$ cat src/source/issue_pkg.sv
`default_nettype none

package issue_pkg;

    // queue geometry
    localparam int BANK_DEPTH = 16;
    localparam int PTR_W      = $clog2(BANK_DEPTH);
    // one slot per bank stays free so head == tail means empty
    localparam int QUEUE_CAP  = 2 * (BANK_DEPTH - 1);

    // csr map
    localparam logic [7:0] CTRL_ADDR   = 8'h00;
    localparam logic [7:0] STATUS_ADDR = 8'h04;
    localparam int DUAL_EN_BIT = 0;
    localparam int FLUSH_BIT   = 1;
    localparam int OVF_ERR_BIT = 8;

    // widths with meaning
    typedef logic [31:0]      word_t;
    typedef logic [4:0]       reg_addr_t;
    typedef logic [PTR_W-1:0] bank_ptr_t;
    typedef logic [5:0]       occupancy_t;
    typedef logic [7:0]       apb_addr_t;

    // decoded instruction as stored in the queue
    typedef struct packed {
        logic      valid;
        word_t     pc;
        reg_addr_t rdst;
        reg_addr_t ra1;
        reg_addr_t ra2;
        logic      regwrite;
        // branch or jump
        logic      is_branch;
        // mul or div
        logic      is_multi;
        logic      single_issue;
    } dec_instr_t;

    // issued slot with operands resolved
    typedef struct packed {
        logic      valid;
        word_t     pc;
        reg_addr_t rdst;
        logic      regwrite;
        word_t     rd1;
        word_t     rd2;
        // delay slot of a branch issued alongside
        logic      is_slot;
    } issued_instr_t;

    // source registers of one candidate
    typedef struct packed {
        reg_addr_t ra1;
        reg_addr_t ra2;
    } reg_req_t;

    // bypass network answer for one source port
    typedef struct packed {
        logic  ready;
        logic  bypass;
        word_t data;
    } operand_t;

    typedef struct packed {
        logic      psel;
        logic      penable;
        logic      pwrite;
        apb_addr_t paddr;
        word_t     pwdata;
    } apb_req_t;

    typedef struct packed {
        word_t prdata;
        logic  pready;
        logic  pslverr;
    } apb_rsp_t;

endpackage

`default_nettype wire

$ cat src/source/issue_bank.sv
`timescale 1ns/10ps
`default_nettype none

module issue_bank (
    input  logic                   clk,
    input  logic                   we,
    input  issue_pkg::bank_ptr_t   waddr,
    input  issue_pkg::dec_instr_t  wdata,
    input  issue_pkg::bank_ptr_t   raddr,
    output issue_pkg::dec_instr_t  rdata
);

    // entry storage, validity tracked by the queue pointers
    issue_pkg::dec_instr_t mem [issue_pkg::BANK_DEPTH];

    // write at tail on the edge
    always_ff @(posedge clk) begin
        if (we) begin
            mem[waddr] <= wdata;
        end
    end

    // head entry visible in the same cycle
    assign rdata = mem[raddr];

endmodule

`default_nettype wire

$ cat src/source/issue_csr.sv
`timescale 1ns/10ps
`default_nettype none

module issue_csr (
    input  logic                  clk,
    input  logic                  rst_n,
    input  issue_pkg::apb_req_t   apb,
    output issue_pkg::apb_rsp_t   apb_rsp,
    input  issue_pkg::occupancy_t occupancy,
    input  logic                  enq_drop,
    output logic                  dual_en,
    output logic                  flush
);

    logic access;
    logic hit_ctrl;
    logic hit_status;
    logic wr_ctrl;
    logic wr_status;
    logic ovf_err;

    // access phase, no wait states
    assign access     = apb.psel & apb.penable;
    assign hit_ctrl   = (apb.paddr == issue_pkg::CTRL_ADDR);
    assign hit_status = (apb.paddr == issue_pkg::STATUS_ADDR);
    assign wr_ctrl    = access & apb.pwrite & hit_ctrl;
    assign wr_status  = access & apb.pwrite & hit_status;

    always_comb begin
        apb_rsp         = '0;
        apb_rsp.pready  = 1'b1;
        // unmapped address errors out
        apb_rsp.pslverr = access & ~hit_ctrl & ~hit_status;
        if (access && !apb.pwrite) begin
            if (hit_ctrl) begin
                // flush bit is write only
                apb_rsp.prdata[issue_pkg::DUAL_EN_BIT] = dual_en;
            end else if (hit_status) begin
                apb_rsp.prdata[$bits(issue_pkg::occupancy_t)-1:0] = occupancy;
                apb_rsp.prdata[issue_pkg::OVF_ERR_BIT]            = ovf_err;
            end
        end
    end

    // ctrl register and flush pulse
    always_ff @(posedge clk) begin
        if (!rst_n) begin
            dual_en <= 1'b1;
            flush   <= 1'b0;
        end else begin
            flush <= wr_ctrl & apb.pwdata[issue_pkg::FLUSH_BIT];
            if (wr_ctrl) begin
                dual_en <= apb.pwdata[issue_pkg::DUAL_EN_BIT];
            end
        end
    end

    // sticky overflow, write 1 clears
    // a new drop in the same cycle keeps it set
    always_ff @(posedge clk) begin
        if (!rst_n) begin
            ovf_err <= 1'b0;
        end else if (enq_drop) begin
            ovf_err <= 1'b1;
        end else if (wr_status && apb.pwdata[issue_pkg::OVF_ERR_BIT]) begin
            ovf_err <= 1'b0;
        end
    end

endmodule

`default_nettype wire

$ cat src/source/issue_queue.sv
`timescale 1ns/10ps
`default_nettype none

module issue_queue (
    input  logic                        clk,
    input  logic                        rst_n,
    input  logic                        stall,
    input  logic                        flush,
    input  issue_pkg::dec_instr_t [1:0] dec,
    input  logic [1:0]                  issue_en,
    output issue_pkg::dec_instr_t [1:0] cand,
    output logic                        full,
    output logic                        enq_drop,
    output issue_pkg::occupancy_t       occupancy
);

    issue_pkg::bank_ptr_t  head_even;
    issue_pkg::bank_ptr_t  head_odd;
    issue_pkg::bank_ptr_t  tail_even;
    issue_pkg::bank_ptr_t  tail_odd;
    issue_pkg::bank_ptr_t  cnt_even;
    issue_pkg::bank_ptr_t  cnt_odd;

    issue_pkg::dec_instr_t even_wdata;
    issue_pkg::dec_instr_t odd_wdata;
    issue_pkg::dec_instr_t even_rdata;
    issue_pkg::dec_instr_t odd_rdata;
    issue_pkg::dec_instr_t first_in;
    issue_pkg::dec_instr_t second_in;

    logic first_vld;
    logic second_vld;
    logic enq_ok;
    logic odd_next;
    logic odd_oldest;
    logic odd_we;
    logic even_we;
    logic pop_odd;
    logic pop_even;
    logic odd_nonempty;
    logic even_nonempty;

    issue_bank even_bank (
        .clk   (clk),
        .we    (even_we),
        .waddr (tail_even),
        .wdata (even_wdata),
        .raddr (head_even),
        .rdata (even_rdata)
    );

    issue_bank odd_bank (
        .clk   (clk),
        .we    (odd_we),
        .waddr (tail_odd),
        .wdata (odd_wdata),
        .raddr (head_odd),
        .rdata (odd_rdata)
    );

    // per bank fill level, pointer difference wraps naturally
    assign cnt_even  = tail_even - head_even;
    assign cnt_odd   = tail_odd - head_odd;
    assign occupancy = issue_pkg::occupancy_t'(cnt_even) + issue_pkg::occupancy_t'(cnt_odd);

    // a pair needs a free slot in each bank
    assign full = (cnt_even == issue_pkg::bank_ptr_t'(issue_pkg::BANK_DEPTH - 1))
               || (cnt_odd == issue_pkg::bank_ptr_t'(issue_pkg::BANK_DEPTH - 1));

    assign enq_ok   = ~stall & ~full;
    // decoder pushed into a full queue
    assign enq_drop = ~stall & full & (dec[1].valid | dec[0].valid);

    // equal tails: odd bank takes the next (older) entry
    assign odd_next = (tail_odd == tail_even);

    always_comb begin
        // compact the pair so a lone younger entry still lands first
        first_vld  = dec[1].valid | dec[0].valid;
        first_in   = dec[1].valid ? dec[1] : dec[0];
        second_vld = dec[1].valid & dec[0].valid;
        second_in  = dec[0];
        // pair always splits across banks
        odd_we     = enq_ok & (odd_next ? first_vld : second_vld);
        odd_wdata  = odd_next ? first_in : second_in;
        even_we    = enq_ok & (odd_next ? second_vld : first_vld);
        even_wdata = odd_next ? second_in : first_in;
    end

    // equal heads: oldest entry sits in the odd bank
    assign odd_oldest    = (head_odd == head_even);
    assign odd_nonempty  = (head_odd != tail_odd);
    assign even_nonempty = (head_even != tail_even);

    // candidate ordering, index 1 oldest
    always_comb begin
        cand = '0;
        if (odd_oldest) begin
            if (odd_nonempty) begin
                cand[1] = odd_rdata;
            end
            if (even_nonempty) begin
                cand[0] = even_rdata;
            end
        end else begin
            if (even_nonempty) begin
                cand[1] = even_rdata;
            end
            if (odd_nonempty) begin
                cand[0] = odd_rdata;
            end
        end
    end

    // map slot enables back onto banks
    assign pop_odd  = ~stall & (odd_oldest ? issue_en[1] : issue_en[0]);
    assign pop_even = ~stall & (odd_oldest ? issue_en[0] : issue_en[1]);

    always_ff @(posedge clk) begin
        if (!rst_n || flush) begin
            head_even <= '0;
            head_odd  <= '0;
            tail_even <= '0;
            tail_odd  <= '0;
        end else begin
            if (even_we) begin
                tail_even <= tail_even + issue_pkg::bank_ptr_t'(1);
            end
            if (odd_we) begin
                tail_odd <= tail_odd + issue_pkg::bank_ptr_t'(1);
            end
            if (pop_even) begin
                head_even <= head_even + issue_pkg::bank_ptr_t'(1);
            end
            if (pop_odd) begin
                head_odd <= head_odd + issue_pkg::bank_ptr_t'(1);
            end
        end
    end

endmodule

`default_nettype wire

$ cat src/source/issue_select.sv
`timescale 1ns/10ps
`default_nettype none

module issue_select (
    input  issue_pkg::dec_instr_t    [1:0] cand,
    input  logic                           dual_en,
    input  issue_pkg::word_t         [1:0] rf_rd1,
    input  issue_pkg::word_t         [1:0] rf_rd2,
    input  issue_pkg::operand_t      [1:0] byp1,
    input  issue_pkg::operand_t      [1:0] byp2,
    output logic                     [1:0] issue_en,
    output issue_pkg::issued_instr_t [1:0] iss,
    output issue_pkg::reg_req_t      [1:0] reg_req
);

    issue_pkg::dec_instr_t older;
    issue_pkg::dec_instr_t younger;

    logic ops_ok_old;
    logic ops_ok_young;
    logic raw_dep;
    logic pair_block;
    logic pair_ok;

    // bypass value wins over the register file
    function automatic issue_pkg::word_t pick_operand(issue_pkg::operand_t op,
                                                      issue_pkg::word_t rf);
        return op.bypass ? op.data : rf;
    endfunction

    assign older   = cand[1];
    assign younger = cand[0];

    // both source ports resolved
    assign ops_ok_old   = byp1[1].ready & byp2[1].ready;
    assign ops_ok_young = byp1[0].ready & byp2[0].ready;

    // younger reads what older writes
    assign raw_dep = older.regwrite
                  && ((older.rdst == younger.ra1) || (older.rdst == younger.ra2));

    // branch + delay slot ignores dependence and dual_en
    assign pair_block = younger.is_branch
                     || older.single_issue
                     || younger.single_issue
                     || (older.is_multi && younger.is_multi)
                     || (raw_dep && !older.is_branch)
                     || (!dual_en && !older.is_branch);

    assign pair_ok = younger.valid & ops_ok_young & ~pair_block;

    // branch waits until its delay slot can go too
    assign issue_en[1] = older.valid & ops_ok_old & (~older.is_branch | pair_ok);
    assign issue_en[0] = issue_en[1] & pair_ok;

    always_comb begin
        iss = '0;
        for (int i = 0; i < 2; i++) begin
            // source regs of each candidate go out regardless of issue
            reg_req[i].ra1 = cand[i].ra1;
            reg_req[i].ra2 = cand[i].ra2;
            if (issue_en[i]) begin
                iss[i].valid    = 1'b1;
                iss[i].pc       = cand[i].pc;
                iss[i].rdst     = cand[i].rdst;
                iss[i].regwrite = cand[i].regwrite;
                iss[i].rd1      = pick_operand(byp1[i], rf_rd1[i]);
                iss[i].rd2      = pick_operand(byp2[i], rf_rd2[i]);
            end
        end
        // delay slot marker
        iss[0].is_slot = issue_en[0] & older.is_branch;
    end

endmodule

`default_nettype wire

$ cat src/source/issue_top.sv
`timescale 1ns/10ps
`default_nettype none

module issue_top (
    input  logic                           clk,
    input  logic                           rst_n,
    input  issue_pkg::dec_instr_t    [1:0] dec,
    input  logic                           stall,
    input  issue_pkg::word_t         [1:0] rf_rd1,
    input  issue_pkg::word_t         [1:0] rf_rd2,
    input  issue_pkg::operand_t      [1:0] byp1,
    input  issue_pkg::operand_t      [1:0] byp2,
    input  issue_pkg::apb_req_t            apb,
    output issue_pkg::issued_instr_t [1:0] iss,
    output issue_pkg::reg_req_t      [1:0] reg_req,
    output logic                           full,
    output issue_pkg::apb_rsp_t            apb_rsp
);

    issue_pkg::dec_instr_t [1:0] cand;
    issue_pkg::occupancy_t       occupancy;
    logic [1:0]                  issue_en;
    logic                        enq_drop;
    logic                        dual_en;
    logic                        flush;

    // banked instruction queue
    issue_queue issue_queue_i (
        .clk       (clk),
        .rst_n     (rst_n),
        .stall     (stall),
        .flush     (flush),
        .dec       (dec),
        .issue_en  (issue_en),
        .cand      (cand),
        .full      (full),
        .enq_drop  (enq_drop),
        .occupancy (occupancy)
    );

    // pairing check and operand mux
    issue_select issue_select_i (
        .cand     (cand),
        .dual_en  (dual_en),
        .rf_rd1   (rf_rd1),
        .rf_rd2   (rf_rd2),
        .byp1     (byp1),
        .byp2     (byp2),
        .issue_en (issue_en),
        .iss      (iss),
        .reg_req  (reg_req)
    );

    // apb control and status
    issue_csr issue_csr_i (
        .clk       (clk),
        .rst_n     (rst_n),
        .apb       (apb),
        .apb_rsp   (apb_rsp),
        .occupancy (occupancy),
        .enq_drop  (enq_drop),
        .dual_en   (dual_en),
        .flush     (flush)
    );

endmodule

`default_nettype wire

$ cat config.mk
export PLATFORM = sky130hd
export DESIGN_NAME = issue_top
export DESIGN_NICKNAME = d
export VERILOG_FILES = /design/src/source/issue_pkg.sv /design/src/source/issue_bank.sv /design/src/source/issue_csr.sv /design/src/source/issue_queue.sv /design/src/source/issue_select.sv /design/src/source/issue_top.sv
export SDC_FILE = /design/constraint.sdc
export NUM_CORES = 2
export LEC_CHECK = 0
export BUFFER_PORTS_ARGS = -buffer_cell sky130_fd_sc_hd__buf_2
export CAP_MARGIN = 40
export CORE_UTILIZATION = 53
export DETAILED_ROUTE_END_ITERATION = 10
export PLACE_DENSITY = 0.73
export SYNTH_ARGS = -nofsm -noshare
export SYNTH_HDL_FRONTEND = slang
export SYNTH_SLANG_ARGS = --single-unit
$ cat constraint.sdc
create_clock -name clk -period 7.7 [get_ports clk]
set_clock_uncertainty 0.1 [all_clocks]
set_input_delay 0.77 -clock clk [delete_from_list [all_inputs] [get_ports clk]]
set_output_delay 0.77 -clock clk [all_outputs]
set_load 0.02 [all_outputs]
* Word-level counts from Yosys, hierarchy flattened
Memory sizes are Yosys's and may differ from the RTL's. A register that Yosys moved wholly into a read port is not among the register bits. Cells that the tools add are included.
Storage, ports and cells: register bits 19, memory bits (writable) 1664, output and inout bits 263, logic and storage cells 109, memories 2
Memories:
- issue_queue_i.even_bank.mem | words 16, bits a word 52, rd ports 1, clocked after memory_dff 1, wr ports 1, line issue_bank.sv:14 | issue_pkg::dec_instr_t mem [issue_pkg::BANK_DEPTH];
- issue_queue_i.odd_bank.mem | words 16, bits a word 52, rd ports 1, clocked after memory_dff 1, wr ports 1, line issue_bank.sv:14
Operators by class: $add $sub $neg 7, equal/unequal tests 9, muxes and demuxes 33, bitwise operators 31, reduce and logical (&&, ||, !) cells 20
Operators by type and width (count):
- 52-bit two-way mux | 5
- 103-bit two-way mux | 2
- 32-bit two-way mux | 4
- 104-bit two-way mux | 1
- 1-bit bitwise AND | 23
- 4-bit two-way mux | 5
- 4-bit by 1-bit adder with 4-bit output (second input constant) | 4
- 1-bit two-way mux | 14
- 5-bit equality test | 2
- 4-bit equality test | 2
- 4-bit equality test (second input constant) | 2
- 8-bit by 3-bit equality test with 1-bit output (second input constant) | 1
- 8-bit zero test | 1
- 1-bit logical OR | 8
- 4-bit inequality test | 2
- 4-bit subtractor | 2
- 1-bit logical AND | 6
- 6-bit two-way mux | 1
- 1-bit inverter | 6
- 4-bit by 4-bit adder with 5-bit output | 1
- 5-bit two-way mux | 1
- 1-bit zero test | 4
- 1-bit OR | 2
- 2-bit nonzero test | 1

* Longest topological paths before layout
depth in word-level cells 18, mapped depth 15, mapped depth without buffers 11

* Cells and area by module
From an unflattened synthesis, not the netlist that was laid out.
Unflattened totals: cells, all modules 3692, area total of the unflattened synthesis 70263.6 µm²
Modules (own cells, without submodules):
- issue_bank | times used 2, cells an instance 1292, area each 31174.9 µm², sequential area each 24984.0 µm²
- issue_queue | times used 1, cells an instance 626, area each 4127.7 µm², sequential area each 320.3 µm²
- issue_select | times used 1, cells an instance 425, area each 3344.5 µm², sequential area each 0.0 µm²
- issue_csr | times used 1, cells an instance 57, area each 441.7 µm², sequential area each 60.1 µm²

* Least setup slack after synthesis
No wires, ideal clock.
path kind reg2reg, from register issue_queue_i.tail_odd[0], to memory issue_queue_i.even_bank.mem[3][0] (netlist name) (enable), library setup time 525 ps, data arrival time 6121 ps, required time 7075 ps, slack 953 ps, cell stages (with the launch flop) 10, clock period less this slack 6747 ps, cell sequence dfxtp_1 -> inv_1 -> ha_1 -> inv_1 -> fa_1 -> and3_1 -> a32o_1 -> a211oi_1 -> nand2_1 -> nor3_1
Between the ends: cells in the longest elaborated chain, start to end 8
RTL lines:
- from (decl) | line issue_queue.sv:20 | issue_pkg::bank_ptr_t tail_odd;
- from (signal assigned) | line issue_queue.sv:130 | tail_odd <= tail_odd + issue_pkg::bank_ptr_t'(1);
- 4-bit subtractor | line issue_queue.sv:63 | assign cnt_odd = tail_odd - head_odd;
- 4-bit equality test | line issue_queue.sv:68 | || (cnt_odd == issue_pkg::bank_ptr_t'(issue_pkg::BANK_DEPTH - 1));
- 1-bit logical OR | line issue_queue.sv:68
- named net full | line issue_top.sv:16 | output logic full,
- 1-bit inverter | line issue_queue.sv:70 | assign enq_ok = ~stall & ~full;
- 1-bit bitwise AND | line issue_queue.sv:70
- 1-bit bitwise AND | line issue_queue.sv:86 | even_we = enq_ok & (odd_next ? second_vld : first_vld);
- 1-bit two-way mux | line issue_bank.sv:18 | if (we) begin
- 1-bit two-way mux (implied by the code) | line issue_bank.sv:19 | mem[waddr] <= wdata;
- to (decl) | line issue_bank.sv:14
The timed path passes the listed nets, and every way through them passes these cells.

==> run_results.csv <==
group,metric,value,unit
clocking,numClockSinks,1691,
clocking,cts_tree,"yes",
sta,hold_viol,0,
sta,slew_headroom,30.9,%
critical_path,crit_required,6830,ps
clocking,clock_path_buffers,3,
clocking,cts_root_buf,"clkbuf_16",
placement,dp.final_hpwl,142000,µm
global_route,busiest_layer,"met2",
critical_path,critPathBufInv,3,
synthesis,synth.distinct_cells,70,
global_route,overflow,0,
global_route,antenna_found_initial,44,
hold_path,hold_path_startpoint,"apb[0]",
sta,finalCriticalPeriod,6820,ps
hold_path,whs_path_depth,3,
critical_path,critPathLaunchType,"flip-flop",
sta,timing.hold.ws,94.1,ps
critical_path,critPathKind,"reg -> out",
sta,fmax,147,MHz
synthesis,syn_avg_cell_area,20.2,µm²
finish,nets,4607,
synthesis,yosysTopAreaCell,"edfxtp_1",
critical_path,crit_path_max_incr_delay,820,ps
route,firstDrtPassIters,6,
finish,fillers,9007,
floorplanning,io_pins,677,
critical_path,r2r_slack,2470,ps
synthesis,synthFlopType,"edfxtp_1",
sta,final.setup.tns,0,ps
sta,drv_slew,0,
critical_path,rr_worst_depth,11,
power,power_density,352,mW/mm²
critical_path,crit_family,"buffers and inverters",
route,viasPerCell,6.55,
global_route,grt_pass1_vias,37700,
clocking,clkTransAtPathRegs,60,ps
global_route,grt_max_degree,59,
sta,period_share,88.6,%
run,maxCapViolations,0,
route,drc,0,
clocking,htree_num_levels,4,
synthesis,yosysWarningCount,0,
power,irDropWorstVdd,0.283,mV
global_route,use_met2,49.0,%
route,routedWlPerCell,35.8,µm
synthesis,async_flop_share,0,%
clocking,clk_latency,800,ps
floorplanning,fp.dieW,365,µm
clocking,cts_resized,0,
placement,dp_worst_setup_slack,1770,ps
synthesis,synth_edf_count,1664,
finish,final_core_util,62.2,%
synthesis,synth_seq_cells,1691,
critical_path,slowest_stage,"dfxtp_4",
clocking,holdBufCountCts,0,
route,routed_wirelength,217000,µm
floorplanning,num_rows,132,
sta,rsz0062_at_grt,"false",
placement,io_buffers,619,
synthesis,synth.cell_area,0.0697,mm²
global_route,met3_usage,8.56,%
route,ant_nets,0,
floorplanning,die_area,0.133,mm²
critical_path,crit_arrival,5950,ps
synthesis,synth.area.top_cells,"edfxtp_1 72%, mux4_2 15%, mux2i_1 2.8%, mux2_2 1.7%, nor2_1 1.4%",
power,p_leak,27.3,nW
floorplanning,floorplan.initialDensity,53.6,%
critical_path,crit_fanout,56,
global_route,use_met1,45.6,%
clocking,postCtsSetupBuffers,0,
placement,gp_congestion,0.968,
sta,tightest_slew,1040,ps
critical_path,path_cells,"buf_4 > mux4_2 > a22o_1 > a221oi_1 > o22ai_1 > xnor2_1 > nor2_1 > nand4_1 > nand4_1 > buf_4 > nor2_1 > buf_2",
sta,setup_violations,0,
hold_path,hold_path_class,"in -> reg",
status,status,"completed",
sta,worst_slack,878,ps
global_route,grt_pass1_wl,297000,µm
floorplanning,core-area,0.130,mm²
finish,area_delta_synth_final,16.0,%
global_route,grt_util_all_layers,33.0,%
hold_path,holdPathEnd,"issue_csr_i.dual_en",
synthesis,yosys.area.top_type_share,71.7,%
route,num_vias,39700,
finish,drive_above_1_share,37.6,%
synthesis,ys_seq_area_share,72.5,%
synthesis,syn_inst,3447,
route,drt_iter0_drc,5774,
floorplanning,die_h,365,µm
clocking,cts-buffers-inserted,162,
critical_path,crit_path_end_kind,"output port",
## worst max-delay path by stage
stage	end	cells past startpoint	slack, ps	from
2_1_floorplan	issue_queue_i.even_bank.mem[3][0]	9	950	issue_queue_i.tail_odd[0]
5_1_grt	iss[71]	12	640	flip-flop
6_report	iss[3]	12	880	flip-flop
3_3_place_gp	iss[158]	11	1880	flip-flop
3_5_place_dp	iss[92]	12	1770	flip-flop
4_1_cts	iss[92]	12	890	flip-flop
## synth_stat cells, types with 24 or more instances
library cell  instances
and2_1               39
nor2_1              266
inv_1                24
nand3_1              24
mux2_2              107
nand2_1              46
dfxtp_1              27
buf_4                39
buf_1                29
a22oi_1             101
clkbuf_1             99
buf_2                55
edfxtp_1           1664
mux2i_1             192
mux4_2              460
## where the power goes
part / internal [W] / total [W] / switching (W)
Combinational: 0.00324 / 0.00917 / 0.00593
Clock: 0.00434 / 0.00774 / 0.00340
Sequential: 0.0112 / 0.0115 / 0.000349
Total: 0.0188 / 0.0285 / 0.00967
## worst reg2reg max path: cells and delay by family, from the launching register on
kind | cells | cell delay (ps)
flops | 1 | 860
buf+inv | 2 | 1290
mux | 2 | 920
simple gates | 3 | 1100
compound gates | 4 | 830
## flip-flops by register name (all words and copies together) (netlist names), named ones only
| name | cells |
|---|---|
| issue_queue_i.head_odd | 4 |
| issue_queue_i.tail_odd | 4 |
| issue_queue_i.odd_bank.mem | 832 |
| issue_csr_i.dual_en | 1 |
| issue_csr_i.ovf_err | 1 |
| issue_queue_i.head_even | 4 |
| issue_csr_i.flush | 1 |
| issue_queue_i.even_bank.mem | 832 |
| issue_queue_i.tail_even | 4 |
## routing by layer
| metal | vias up | part of all wire, % |
|---|---|---|
| li1 | 15700 | - |
| met1 | 20700 | 37 |
| met2 | 2945 | 45 |
| met3 | 391 | 12 |
| met4 | 20 | 5.3 |
| met5 | - | 0.075 |
## metrics by stage
stage	std cells	instance area (µm²)	total power, W
after floorplan	3473	69800	0.0172
after global placement	5694	74900	0.0205
after detailed placement	5733	75600	0.0207
after CTS	6028	80700	0.0284
after global routing	6049	80800	0.0292
final	6058	80900	0.0285
## cell usage in the layout (no fill, tap or decap), types with 6 or more instances in the layout
cell       instances
nand2b_1          12
nor3_2             8
and3_1            10
inv_1             23
clkinv_2          28
xnor2_1           16
diode_2           15
a22oi_1          101
nor2b_1           16
o311ai_1           6
clkinv_1          41
a221oi_1          17
dfxtp_1           19
buf_2            622
mux2i_1          192
buf_16            14
nand2_1           44
mux2_2           107
ha_1              20
a22o_1            18
conb_1            28
edfxtp_1        1664
nor2_1           238
o2111ai_1          6
and2_1            39
nor2_4            26
mux4_2           460
a21oi_1            9
nor3_1             6
buf_4            113
bufinv_16         10
o22ai_1           12
clkbuf_1          32
dfxtp_4            6
clkbuf_16        167
nand4_1            9
buf_12            13
nand3_1           24
xor2_1            16
## cells by family (layout without fill, tap and decap cells)
| logic type | count (synthesis) | count (layout) | synth area share (%) |
|---|---|---|---|
| compound gates | 220 | 220 | 2.48 |
| xor+xnor | 32 | 32 | 0.402 |
| fa+ha+maj | 23 | 23 | 0.445 |
| buf+inv | 259 | 1087 | 1.83 |
| flops | 1691 | 1691 | 72.5 |
| mux | 760 | 760 | 19.4 |
| other cells | 2 | 43 | 0.0108 |
| simple gates | 460 | 460 | 2.99 |
## area by class of cell
class | count | area, µm² | share of cell area (%)
antenna | 15 | 37.5 | 0.0464
multi-input combinational | 1523 | 18300 | 22.6
clock inverter | 93 | 763 | 0.944
inverter | 26 | 97.6 | 0.121
tap | 1742 | 2180 | 2.70
timing repair buffer | 766 | 4640 | 5.74
sequential | 1691 | 50500 | 62.5
clock buffer | 202 | 4340 | 5.37
(Power assumes the default switching activity.)
